**config.mk**
```make
export PLATFORM = sky130hd
export DESIGN_NAME = dcacheTop
export DESIGN_NICKNAME = d
export VERILOG_FILES = /design/src/source/cachePkg.sv /design/src/source/cacheBus.sv /design/src/source/cacheArray.sv /design/src/source/sweepCounter.sv /design/src/source/cacheController.sv /design/src/source/dcacheTop.sv
export SDC_FILE = /design/constraint.sdc
export NUM_CORES = 2
export LEC_CHECK = 0
export BUFFER_PORTS_ARGS = -buffer_cell sky130_fd_sc_hd__buf_2
export CORE_AREA = 2 2 533 535
export CTS_CLUSTER_DIAMETER = 120
export CTS_CLUSTER_SIZE = 16
export DETAILED_ROUTE_END_ITERATION = 8
export DIE_AREA = 0 0 535 537
export REMOVE_ABC_BUFFERS = 1
export SLEW_MARGIN = 40
export SYNTH_ARGS = -nofsm -noshare
export SYNTH_HDL_FRONTEND = slang
export SYNTH_SLANG_ARGS = --single-unit
```
**constraint.sdc**
```tcl
create_clock -name clk -period 9.4 [get_ports clk]
set_input_delay 1.88 -clock clk [delete_from_list [all_inputs] [get_ports clk]]
set_output_delay 1.88 -clock clk [all_outputs]
set_load 0.1 [all_outputs]
```
**src/source/cachePkg.sv**
```systemverilog
`default_nettype none

package cachePkg;

    // geometry of the cache. Each line holds a single 64-bit word.
    localparam int AddrBits   = 64;
    localparam int DataBits   = 64;
    localparam int MaskBits   = DataBits / 8;
    localparam int OffsetBits = 3;
    localparam int NumSets    = 8;
    localparam int IndexBits  = 3;
    localparam int TagBits    = AddrBits - IndexBits - OffsetBits;
    localparam int NumWays    = 2;

    typedef logic [DataBits-1:0]  word_t;
    typedef logic [AddrBits-1:0]  addr_t;
    typedef logic [MaskBits-1:0]  mask_t;
    typedef logic [IndexBits-1:0] index_t;
    typedef logic [TagBits-1:0]   tag_t;

    // operations accepted on the CPU request port.
    typedef enum logic [1:0] {
        OpRead,
        OpWrite,
        OpFlush
    } cacheOp;

    // controller FSM states.
    typedef enum logic [2:0] {
        StIdle,
        StLookup,
        StMemReq,
        StMemWait,
        StFlush,
        StResp
    } ctrlState;

endpackage

`default_nettype wire

```
**src/source/cacheBus.sv**
```systemverilog
`timescale 1ns/1ps
`default_nettype none

interface cacheBus;
    import cachePkg::*;

    addr_t  lookupAddr;
    logic   lookupEn;
    logic   fillEn;
    word_t  fillData;
    logic   writeEn;
    word_t  writeData;
    mask_t  writeMask;
    logic   invalidateEn;
    index_t invalidateIndex;

    // hit result, valid in the same cycle as lookupAddr.
    logic   hit;
    word_t  hitData;

    modport ctrl (
        output lookupAddr, lookupEn, fillEn, fillData,
        output writeEn, writeData, writeMask,
        output invalidateEn, invalidateIndex,
        input  hit, hitData
    );

    modport array (
        input  lookupAddr, lookupEn, fillEn, fillData,
        input  writeEn, writeData, writeMask,
        input  invalidateEn, invalidateIndex,
        output hit, hitData
    );

endinterface

`default_nettype wire

```
**src/source/cacheArray.sv**
```systemverilog
`timescale 1ns/1ps
`default_nettype none

module cacheArray (
    input logic    clk,
    input logic    rst,
    cacheBus.array bus
);
    import cachePkg::*;

    // storage per way. Valid and victim bits are control state.
    tag_t              tagMem  [NumWays][NumSets];
    word_t             dataMem [NumWays][NumSets];
    logic [NumSets-1:0] validMem [NumWays];
    logic [NumSets-1:0] victim;

    index_t             lookupIndex;
    tag_t               lookupTag;
    logic [NumWays-1:0] wayHit;
    logic               hitWay;
    logic               fillWay;

    function automatic word_t mergeBytes(word_t oldWord, word_t newWord, mask_t mask);
        word_t merged;
        merged = oldWord;
        for (int b = 0; b < MaskBits; b++) begin
            if (mask[b]) begin
                merged[8*b +: 8] = newWord[8*b +: 8];
            end
        end
        return merged;
    endfunction

    assign lookupIndex = bus.lookupAddr[OffsetBits +: IndexBits];
    assign lookupTag   = bus.lookupAddr[AddrBits-1 -: TagBits];

    // both ways are compared in parallel.
    always_comb begin
        for (int w = 0; w < NumWays; w++) begin
            wayHit[w] = validMem[w][lookupIndex] && (tagMem[w][lookupIndex] == lookupTag);
        end
    end

    assign bus.hit = |wayHit;
    assign hitWay  = wayHit[1];

    always_comb begin
        bus.hitData = '0;
        for (int w = 0; w < NumWays; w++) begin
            if (wayHit[w]) begin
                bus.hitData = dataMem[w][lookupIndex];
            end
        end
    end

    // an empty way is filled first, otherwise the victim way is replaced.
    always_comb begin
        if (!validMem[0][lookupIndex]) begin
            fillWay = 1'b0;
        end else if (!validMem[1][lookupIndex]) begin
            fillWay = 1'b1;
        end else begin
            fillWay = victim[lookupIndex];
        end
    end

    always_ff @(posedge clk) begin
        if (rst) begin
            for (int w = 0; w < NumWays; w++) begin
                validMem[w] <= '0;
            end
            victim <= '0;
        end else begin
            if (bus.invalidateEn) begin
                for (int w = 0; w < NumWays; w++) begin
                    validMem[w][bus.invalidateIndex] <= 1'b0;
                end
                victim[bus.invalidateIndex] <= 1'b0;
            end
            if (bus.fillEn) begin
                validMem[fillWay][lookupIndex] <= 1'b1;
                victim[lookupIndex] <= ~fillWay;
            end
            // a read or write hit points the victim at the other way.
            if (bus.lookupEn && bus.hit) begin
                victim[lookupIndex] <= ~hitWay;
            end
        end
    end

    always_ff @(posedge clk) begin
        if (bus.fillEn) begin
            tagMem[fillWay][lookupIndex]  <= lookupTag;
            dataMem[fillWay][lookupIndex] <= bus.fillData;
        end
        // a write miss leaves the array alone.
        if (bus.writeEn && bus.hit) begin
            dataMem[hitWay][lookupIndex] <= mergeBytes(dataMem[hitWay][lookupIndex],
                                                       bus.writeData, bus.writeMask);
        end
    end

endmodule

`default_nettype wire

```
**src/source/sweepCounter.sv**
```systemverilog
`timescale 1ns/1ps
`default_nettype none

module sweepCounter (
    input  logic            clk,
    input  logic            rst,
    input  logic            start,
    output cachePkg::index_t index,
    output logic            last
);
    import cachePkg::*;

    logic running;

    // the index wraps back to zero after the last set.
    always_ff @(posedge clk) begin
        if (rst) begin
            running <= 1'b0;
            index   <= '0;
        end else if (start) begin
            running <= 1'b1;
            index   <= '0;
        end else if (running) begin
            index <= index + 1'b1;
            if (last) begin
                running <= 1'b0;
            end
        end
    end

    assign last = running && (index == index_t'(NumSets - 1));

endmodule

`default_nettype wire

```
**src/source/cacheController.sv**
```systemverilog
`timescale 1ns/1ps
`default_nettype none

module cacheController (
    input  logic             clk,
    input  logic             rst,

    input  logic             reqValid,
    output logic             reqReady,
    input  cachePkg::cacheOp reqOp,
    input  cachePkg::addr_t  reqAddr,
    input  cachePkg::word_t  reqWdata,
    input  cachePkg::mask_t  reqMask,

    output logic             respValid,
    output cachePkg::word_t  respData,
    output logic             respHit,

    output logic             memReqValid,
    input  logic             memReqReady,
    output logic             memWrite,
    output cachePkg::addr_t  memAddr,
    output cachePkg::word_t  memWdata,
    output cachePkg::mask_t  memMask,
    input  logic             memRespValid,
    input  cachePkg::word_t  memRespData,

    cacheBus.ctrl            bus,

    output logic             sweepStart,
    input  cachePkg::index_t sweepIndex,
    input  logic             sweepLast
);
    import cachePkg::*;

    ctrlState state;

    cacheOp opQ;
    addr_t  addrQ;
    word_t  wdataQ;
    mask_t  maskQ;

    logic accept;
    logic isRead;
    logic isWrite;
    logic isFlush;

    assign reqReady = (state == StIdle);
    assign accept   = reqValid && reqReady;
    assign isRead   = (opQ == OpRead);
    assign isWrite  = (opQ == OpWrite);
    assign isFlush  = (opQ == OpFlush);

    always_ff @(posedge clk) begin
        if (accept) begin
            opQ    <= reqOp;
            addrQ  <= reqAddr;
            wdataQ <= reqWdata;
            maskQ  <= reqMask;
        end
    end

    always_ff @(posedge clk) begin
        if (rst) begin
            state       <= StIdle;
            respValid   <= 1'b0;
            memReqValid <= 1'b0;
        end else begin
            respValid <= 1'b0;
            case (state)
                StIdle: begin
                    if (accept) state <= StLookup;
                end
                StLookup: begin
                    if (isFlush) begin
                        state <= StFlush;
                    end else if (isRead && bus.hit) begin
                        state <= StResp;
                    end else begin
                        state <= StMemReq;
                    end
                end
                // the request is raised one cycle after entry and held until taken.
                StMemReq: begin
                    if (!memReqValid) begin
                        memReqValid <= 1'b1;
                    end else if (memReqReady) begin
                        memReqValid <= 1'b0;
                        state       <= StMemWait;
                    end
                end
                StMemWait: begin
                    if (memRespValid) begin
                        respValid <= 1'b1;
                        state     <= StIdle;
                    end
                end
                StFlush: begin
                    if (sweepLast) state <= StResp;
                end
                StResp: begin
                    respValid <= 1'b1;
                    state     <= StIdle;
                end
                default: state <= StIdle;
            endcase
        end
    end

    // response payload is captured at lookup and replaced by refill data on a read miss.
    always_ff @(posedge clk) begin
        if (state == StLookup) begin
            respHit  <= !isFlush && bus.hit;
            respData <= isRead ? bus.hitData : '0;
        end else if ((state == StMemWait) && memRespValid && isRead) begin
            respData <= memRespData;
        end
    end

    assign bus.lookupAddr      = addrQ;
    assign bus.lookupEn        = (state == StLookup) && !isFlush;
    assign bus.writeEn         = (state == StLookup) && isWrite;
    assign bus.writeData       = wdataQ;
    assign bus.writeMask       = maskQ;
    assign bus.fillEn          = (state == StMemWait) && memRespValid && isRead;
    assign bus.fillData        = memRespData;
    assign bus.invalidateEn    = (state == StFlush);
    assign bus.invalidateIndex = sweepIndex;

    assign sweepStart = (state == StLookup) && isFlush;

    // memory sees the word address. Reads fetch the whole word.
    assign memWrite = isWrite;
    assign memAddr  = {addrQ[AddrBits-1:OffsetBits], {OffsetBits{1'b0}}};
    assign memWdata = wdataQ;
    assign memMask  = isWrite ? maskQ : '1;

endmodule

`default_nettype wire

```
**src/source/dcacheTop.sv**
```systemverilog
`timescale 1ns/1ps
`default_nettype none

module dcacheTop (
    input  logic             clk,
    input  logic             rst,

    input  logic             reqValid,
    output logic             reqReady,
    input  cachePkg::cacheOp reqOp,
    input  cachePkg::addr_t  reqAddr,
    input  cachePkg::word_t  reqWdata,
    input  cachePkg::mask_t  reqMask,

    output logic             respValid,
    output cachePkg::word_t  respData,
    output logic             respHit,

    output logic             memReqValid,
    input  logic             memReqReady,
    output logic             memWrite,
    output cachePkg::addr_t  memAddr,
    output cachePkg::word_t  memWdata,
    output cachePkg::mask_t  memMask,
    input  logic             memRespValid,
    input  cachePkg::word_t  memRespData
);
    import cachePkg::*;

    logic   sweepStart;
    logic   sweepLast;
    index_t sweepIndex;

    cacheBus bus ();

    cacheController u_ctrl (
        .clk          (clk),
        .rst          (rst),
        .reqValid     (reqValid),
        .reqReady     (reqReady),
        .reqOp        (reqOp),
        .reqAddr      (reqAddr),
        .reqWdata     (reqWdata),
        .reqMask      (reqMask),
        .respValid    (respValid),
        .respData     (respData),
        .respHit      (respHit),
        .memReqValid  (memReqValid),
        .memReqReady  (memReqReady),
        .memWrite     (memWrite),
        .memAddr      (memAddr),
        .memWdata     (memWdata),
        .memMask      (memMask),
        .memRespValid (memRespValid),
        .memRespData  (memRespData),
        .bus          (bus),
        .sweepStart   (sweepStart),
        .sweepIndex   (sweepIndex),
        .sweepLast    (sweepLast)
    );

    cacheArray u_array (
        .clk (clk),
        .rst (rst),
        .bus (bus)
    );

    sweepCounter u_sweep (
        .clk   (clk),
        .rst   (rst),
        .start (sweepStart),
        .index (sweepIndex),
        .last  (sweepLast)
    );

endmodule

`default_nettype wire

```
* After elaboration in Yosys (flattened, before gate mapping)
Memories as Yosys holds them, arrays and structs flattened. Cells that the tools add are included. Widths: inputs -> output; s select.
Storage, ports and cells: register bits after elaboration 220, memory bits (writable) 1968, input port bits 207, output and inout bits 205, word-level logic and storage cells 192, memories kept 3
Memory list:
- u_array.dataMem | depth 2, width 512, read ports 3, clocked after Yosys merged registers in 0, wr ports 1, line cacheArray.sv:13 | word_t dataMem [NumWays][NumSets];
- u_array.tagMem | depth 2, width 464, read ports 2, clocked after Yosys merged registers in 0, wr ports 1, line cacheArray.sv:12 | tag_t tagMem [NumWays][NumSets];
- u_array.validMem | depth 2, width 8, read ports 2, clocked after Yosys merged registers in 0, wr ports 2, line cacheArray.sv:14 | logic [NumSets-1:0] validMem [NumWays];
Operators by class: add/subtract/negate cells 1, magnitude comparators 6, equality and inequality tests 15, mux-type cells 109, bitwise gates (word level) 21, reductions and logical operators 25
Operator list (count):
- $mux 512 | 4
- $mux 64 | 12
- $bmux 64 s3 | 3
- $reduce_or 512->1 | 1
- $mux 464 | 1
- $bmux 58 s3 | 2
- $mux 58 | 5
- $mux 8 | 26
- $demux 64 s3 | 1
- $demux 58 s3 | 1
- $eq 58x58->1 | 2
- $mux 1 | 38
- $mux 3 | 7
- $bwmux 8 | 2
- $logic_and 1x1->1 | 16
- $or 1x1->1 | 16
- $pmux 3 s5 | 1
- $bmux 1 s3 | 3
- $eq 3x3->1 const B | 3
- $and 8x8->8 | 1
- $lt 3x4->1 const B | 2
- $ne 2x2->1 const B | 4
- $not 8->8 | 1
- $reduce_or 8->1 | 1
- 19 further kinds | 24

* Logic depth before layout (Yosys ltp)
word-level depth 13, depth in mapped cells 20, mapped depth without buffers 11

* Modules after synthesis
Synthesis repeated with hierarchy kept, for this count alone.
Second synthesis, totals: cell total of the unflattened synthesis 8436, area total of the unflattened synthesis 107331.7 um^2
Modules (own cells, without submodules):
- cacheArray | instances 1, cells each 7750, area an instance 98221.7 um^2, sequential area each 59096.7 um^2
- cacheController | instances 1, cells each 670, area an instance 8933.6 um^2, sequential area each 6195.9 um^2
- sweepCounter | instances 1, cells each 16, area an instance 176.4 um^2, sequential area each 80.1 um^2

* Worst setup path before layout
OpenSTA, ideal clock, no wires.
kind register -> register, start register u_ctrl.addrQ[4], in the netlist u_ctrl.bus.lookupAddr[4], end memory u_array.dataMem[0][0] in the netlist's numbering, enable pin, library setup time 486 ps, arrival 7537 ps, required time 8914 ps, path slack 1376 ps, stages on the path, launching flop included 17, cell sequence edfxtp_1 -> buf_2 -> buf_2 -> buf_1 -> buf_1 -> mux2_2 -> a221oi_1 -> o21ai_0 -> xor2_1 -> a2111oi_0 -> and3_1 -> a41oi_2 -> or3_1 -> clkbuf_1 -> buf_4 -> o22a_1 -> nor2_1
Between the ends: cells in the longest elaborated chain, start to end 12, elaborated cells between the ends (all ways) 32
RTL lines:
- start, declared | line cacheController.sv:39 | addr_t addrQ;
- start signal, assigned | line cacheController.sv:57 | addrQ <= reqAddr;
- $not 3->4 (implied by the code) | line cacheArray.sv:40, cacheArray.sv:94, cacheArray.sv:98
- $bmux 58 s3 | line cacheArray.sv:40 | wayHit[w] = validMem[w][lookupIndex] && (tagMem[w][lookupIndex] == lookupTag);
- $mux 58 (implied by the code) (2 in series) | line cacheArray.sv:40
- $eq 58x58->1 | line cacheArray.sv:40
- $logic_and 1x1->1 | line cacheArray.sv:40
- $reduce_or 2->1 | line cacheArray.sv:44 | assign bus.hit = |wayHit;
- $logic_and 1x1->1 | line cacheArray.sv:97 | if (bus.writeEn && bus.hit) begin
- $mux 1 | line cacheArray.sv:97
- $mux 512 (implied by the code) | line cacheArray.sv:98 | dataMem[hitWay][lookupIndex] <= mergeBytes(dataMem[hitWay][lookupIndex],
- $reduce_or 512->1 (no line)
- $mux 1 (no line) / $mux 512 (equally long branches)
- end, declared | line cacheArray.sv:13
Several ways; a longest one is shown, not always the timed one. The select of a mux whose other input is x is not followed.

* Worst setup path in the final report
start register u_ctrl.addrQ[5], in the netlist u_ctrl.bus.lookupAddr[5], end memory u_array.dataMem[0][41] in the netlist's numbering, enable pin
Same word-level chain as after synthesis.

==> run summary <==
Outcome = finished with violations
Failing checks = DRC
Clock power share = 32.1%
Final total power = 20.5 mW
DRT Pass-1 Iters = 8
Layout cells sized above 1 = 23.2%
Peak supply drop = 180 uV
Antenna violations before repair = 19
Hold path start = u_array.validMem[1][7]
RR Endpoint = u_array.dataMem[0][41]
CTS tree = built
Syn avg cell area = 18.1 sq um
CP bufs+invs = 4
Clk buf depth = 4
Fin. Hold Viols = 0
Antenna viol nets, final = 0
Mapped Cells = 4636
Post-CTS setup buffers = 0
Crit end category = flip-flop
Fill cells = 26400
Sequential power share = 53.8%
Die ar. = 287000 sq um
Reg-to-reg slack, setup = 1.93 ns
Reg2Reg Depth = 15
Hold buffer count at CTS = 0
Commonest non-fill, non-tap cell in the layout = edfxtp_1
First-pass GRT wire length = 347 mm
Crit path launch type = flip-flop
Largest net degree at the start of global routing = 81
Fmax = 134 MHz
Clk slew on worst S/H paths = 0.07 ns
Clock Skew = 0.0652 ns
DRC viols = 1
Power Internal = 14.9 mW
Row count = 195
Sequential Area = 65300 sq um
Crit path time final = 7.47 ns
WL met3 = 20.2 mm
RR Startpoint = u_ctrl.bus.lookupAddr[5]
Clk Latency, worst-skew pair = 0.88 ns
Crit path largest cell delay = 0.67 ns
Final #Nets = 5341
Critical-path cell with the highest stage delay = nor4_1
DR WL met2 = 120 mm
H-tree levels = 4
ANT cells = 0
Area after DPL = 91900 sq um
P_sw = 5.63 mW
CTS Sinks = 2185
Overflow after GRT = 0
Final setup viols = 0
CTS buffer count = 165
Die Height = 537 microns
Hold worst-path end = u_array.validMem[1][7]
Gpl congestion = 0.783
Vias = 47400
Vias in the first global route = 46700
Most frequent cells in the layout = edfxtp_1 (2152), buf_2 (405), o22ai_1 (296)
Final setup margin = 1.93 ns
Final WL = 250 mm
Multi-input logic area = 17800 sq um
Leak Pwr = 30.9 nW
Setup TNS = 0 ns
RSZ-0062 raised after global routing = false
Final Max Tran Viols = 0
Max-slew headroom = 39.0%
Combinational Power Share = 14.1%
Max layer used = met4
Crit-path cells = buf_8, buf_12, buf_4, and3b_1, a22o_1, nor3_1, xnor2_1, or4_1, nor4_1, and4_1, a41oi_2, or3_4, o22a_1, nor2_4, buf_4
Hold Crit Depth = 2
Routed length per placed instance = 28.0 microns
CP top delay family = simple AND/OR/NAND/NOR gates
Synth Cell Area = 84100 sq um
Measured slew at the worst slew-check pin = 0.914 ns
Die width = 535 microns
Worst path arrival time = 7.95 ns
Async S/R FF share, synth = 0%
Initial core utilization = 29.9%
Required time of the critical path = 9.88 ns
Fin util = 34.3%
Maxcap violations = 0
#FFs+latches synth = 2185
Area grow syn2layout = 14.8%
CORE AREA = 281000 sq um
Net Sw Frac = 27.4%
Placement Setup Slack = 1.97 ns
Number of synthesized flops with an enable pin = 2152
Crit-path max FO = 32
Critical path class = flip-flop to flip-flop
Seq/Total Area, Yosys = 77.7%
Design area = 96500 sq um
Primary FF master, synth = edfxtp_1
GR Util All Layers = 16.7%
Top-level I/O count = 412
Synth cell types = 73
Hold Crit Class = flip-flop to flip-flop
Yosys Warn Count = 0
CP most frequent cell = buf_4
Via density = 5.32
Dpl hpwl = 144 mm
Buffers on Ports = 405
Clock Tree Root = clkbuf_16
1st-iter DRT viols = 6129
Met1 Wirelength = 103 mm
Post_cts resized = 0
Pwr dens = 213 nW/um^2
Crit share post-route = 79.4%
==> layout make-up <==
class,instances,area share [%]
sequential,2185,67.7
multi-input combinational,2119,18.5
tap,3743,4.85
clock buffer,183,4.39
timing repair buffer,608,4.09
clock inverter,21,0.294
inverter,53,0.211
==> kinds of logic after synthesis <==
logic type | Yosys count | synth area share, %
compound gates | 889 | 7.34
other cells | 1 | 0.00446
flops | 2185 | 77.7
buf+inv | 334 | 1.65
xor+xnor | 106 | 1.10
fa+ha+maj | 2 | 0.0298
mux | 544 | 8.75
simple gates | 575 | 3.47
==> worst min-delay path, cell delays in order (launching register included) <==
cell	delay, ns
dfxtp_1	0.33
a21oi_1	0.06
nor2_1	0.07
==> power by group through the flow <==
stage	Clock (mW)	Combinational (mW)	Sequential [mW]
2_1_floorplan	0	1.26	12.1
3_3_place_gp	0	2.84	11.3
3_5_place_dp	0	2.89	11.3
4_1_cts	6.71	2.89	11.0
5_1_grt	7.02	3.04	11.0
6_report	6.58	2.90	11.0
==> routing by layer <==
metal / track usage (%) / up-vias
met4: 4.79 / 0
met5: 0 / -
li1: - / 19800
met1: 22.8 / 25000
met2: 27.5 / 2300
met3: 2.64 / 338
==> cell usage after synthesis, types with 11 or more instances <==
cell type / number / area (sq um)
dfxtp_1: 33 / 661
clkbuf_1: 152 / 571
and3_1: 14 / 87.6
a211oi_1: 24 / 180
nand4_1: 14 / 87.6
edfxtp_1: 2152 / 64600
o22a_1: 23 / 201
or4_1: 13 / 97.6
o21ai_0: 93 / 465
mux2_2: 180 / 2030
o22ai_1: 296 / 1850
nor2_1: 150 / 563
o221ai_1: 78 / 683
a22o_1: 24 / 210
nor4_1: 68 / 425
nand2b_1: 49 / 307
xnor2_1: 73 / 639
buf_2: 78 / 390
o2bb2ai_1: 11 / 96.3
nor3_1: 26 / 130
buf_1: 43 / 161
a21oi_1: 123 / 616
nor2b_1: 17 / 106
a221oi_1: 39 / 342
a32o_1: 16 / 160
a22oi_1: 62 / 465
mux4_2: 134 / 3020
xor2_1: 33 / 289
nand2_1: 155 / 582
inv_1: 51 / 191
mux2i_1: 226 / 2260
a221o_1: 30 / 300
==> sequential cells by signal (all words and copies together) (netlist names), 8 cells and up <==
signal                 cells
u_array.validMem          16
u_array.victim             8
u_ctrl.respData           64
u_ctrl.bus.writeData      64
u_ctrl.bus.writeMask       8
u_ctrl.bus.lookupAddr     61
u_array.tagMem           928
u_array.dataMem         1024
==> metrics by stage <==
step | hold slack [ns] | std cells
detailed placement | 0.481 | 8704
global route | 0.529 | 8912
floorplan | 0.451 | 4357
finish | 0.496 | 8912
global placement | 0.468 | 8692
CTS | 0.498 | 8908
==> how the worst max path moves through the flow <==
stage / slack (ns) / end / cells after the start / startpoint
after floorplan: -12.14 / u_array.dataMem[0][0] / 11 / u_ctrl.bus.lookupAddr[5]
after global placement: 1.54 / u_array.dataMem[0][15] / 14 / u_ctrl.bus.lookupAddr[4]
after detailed placement: 1.97 / u_array.dataMem[0][15] / 15 / u_ctrl.bus.lookupAddr[5]
after CTS: 1.92 / u_array.dataMem[0][41] / 15 / u_ctrl.bus.lookupAddr[5]
after global routing: 1.74 / u_array.dataMem[0][41] / 15 / u_ctrl.bus.lookupAddr[5]
final: 1.93 / u_array.dataMem[0][41] / 15 / u_ctrl.bus.lookupAddr[5]
(Power assumes the default switching activity.)
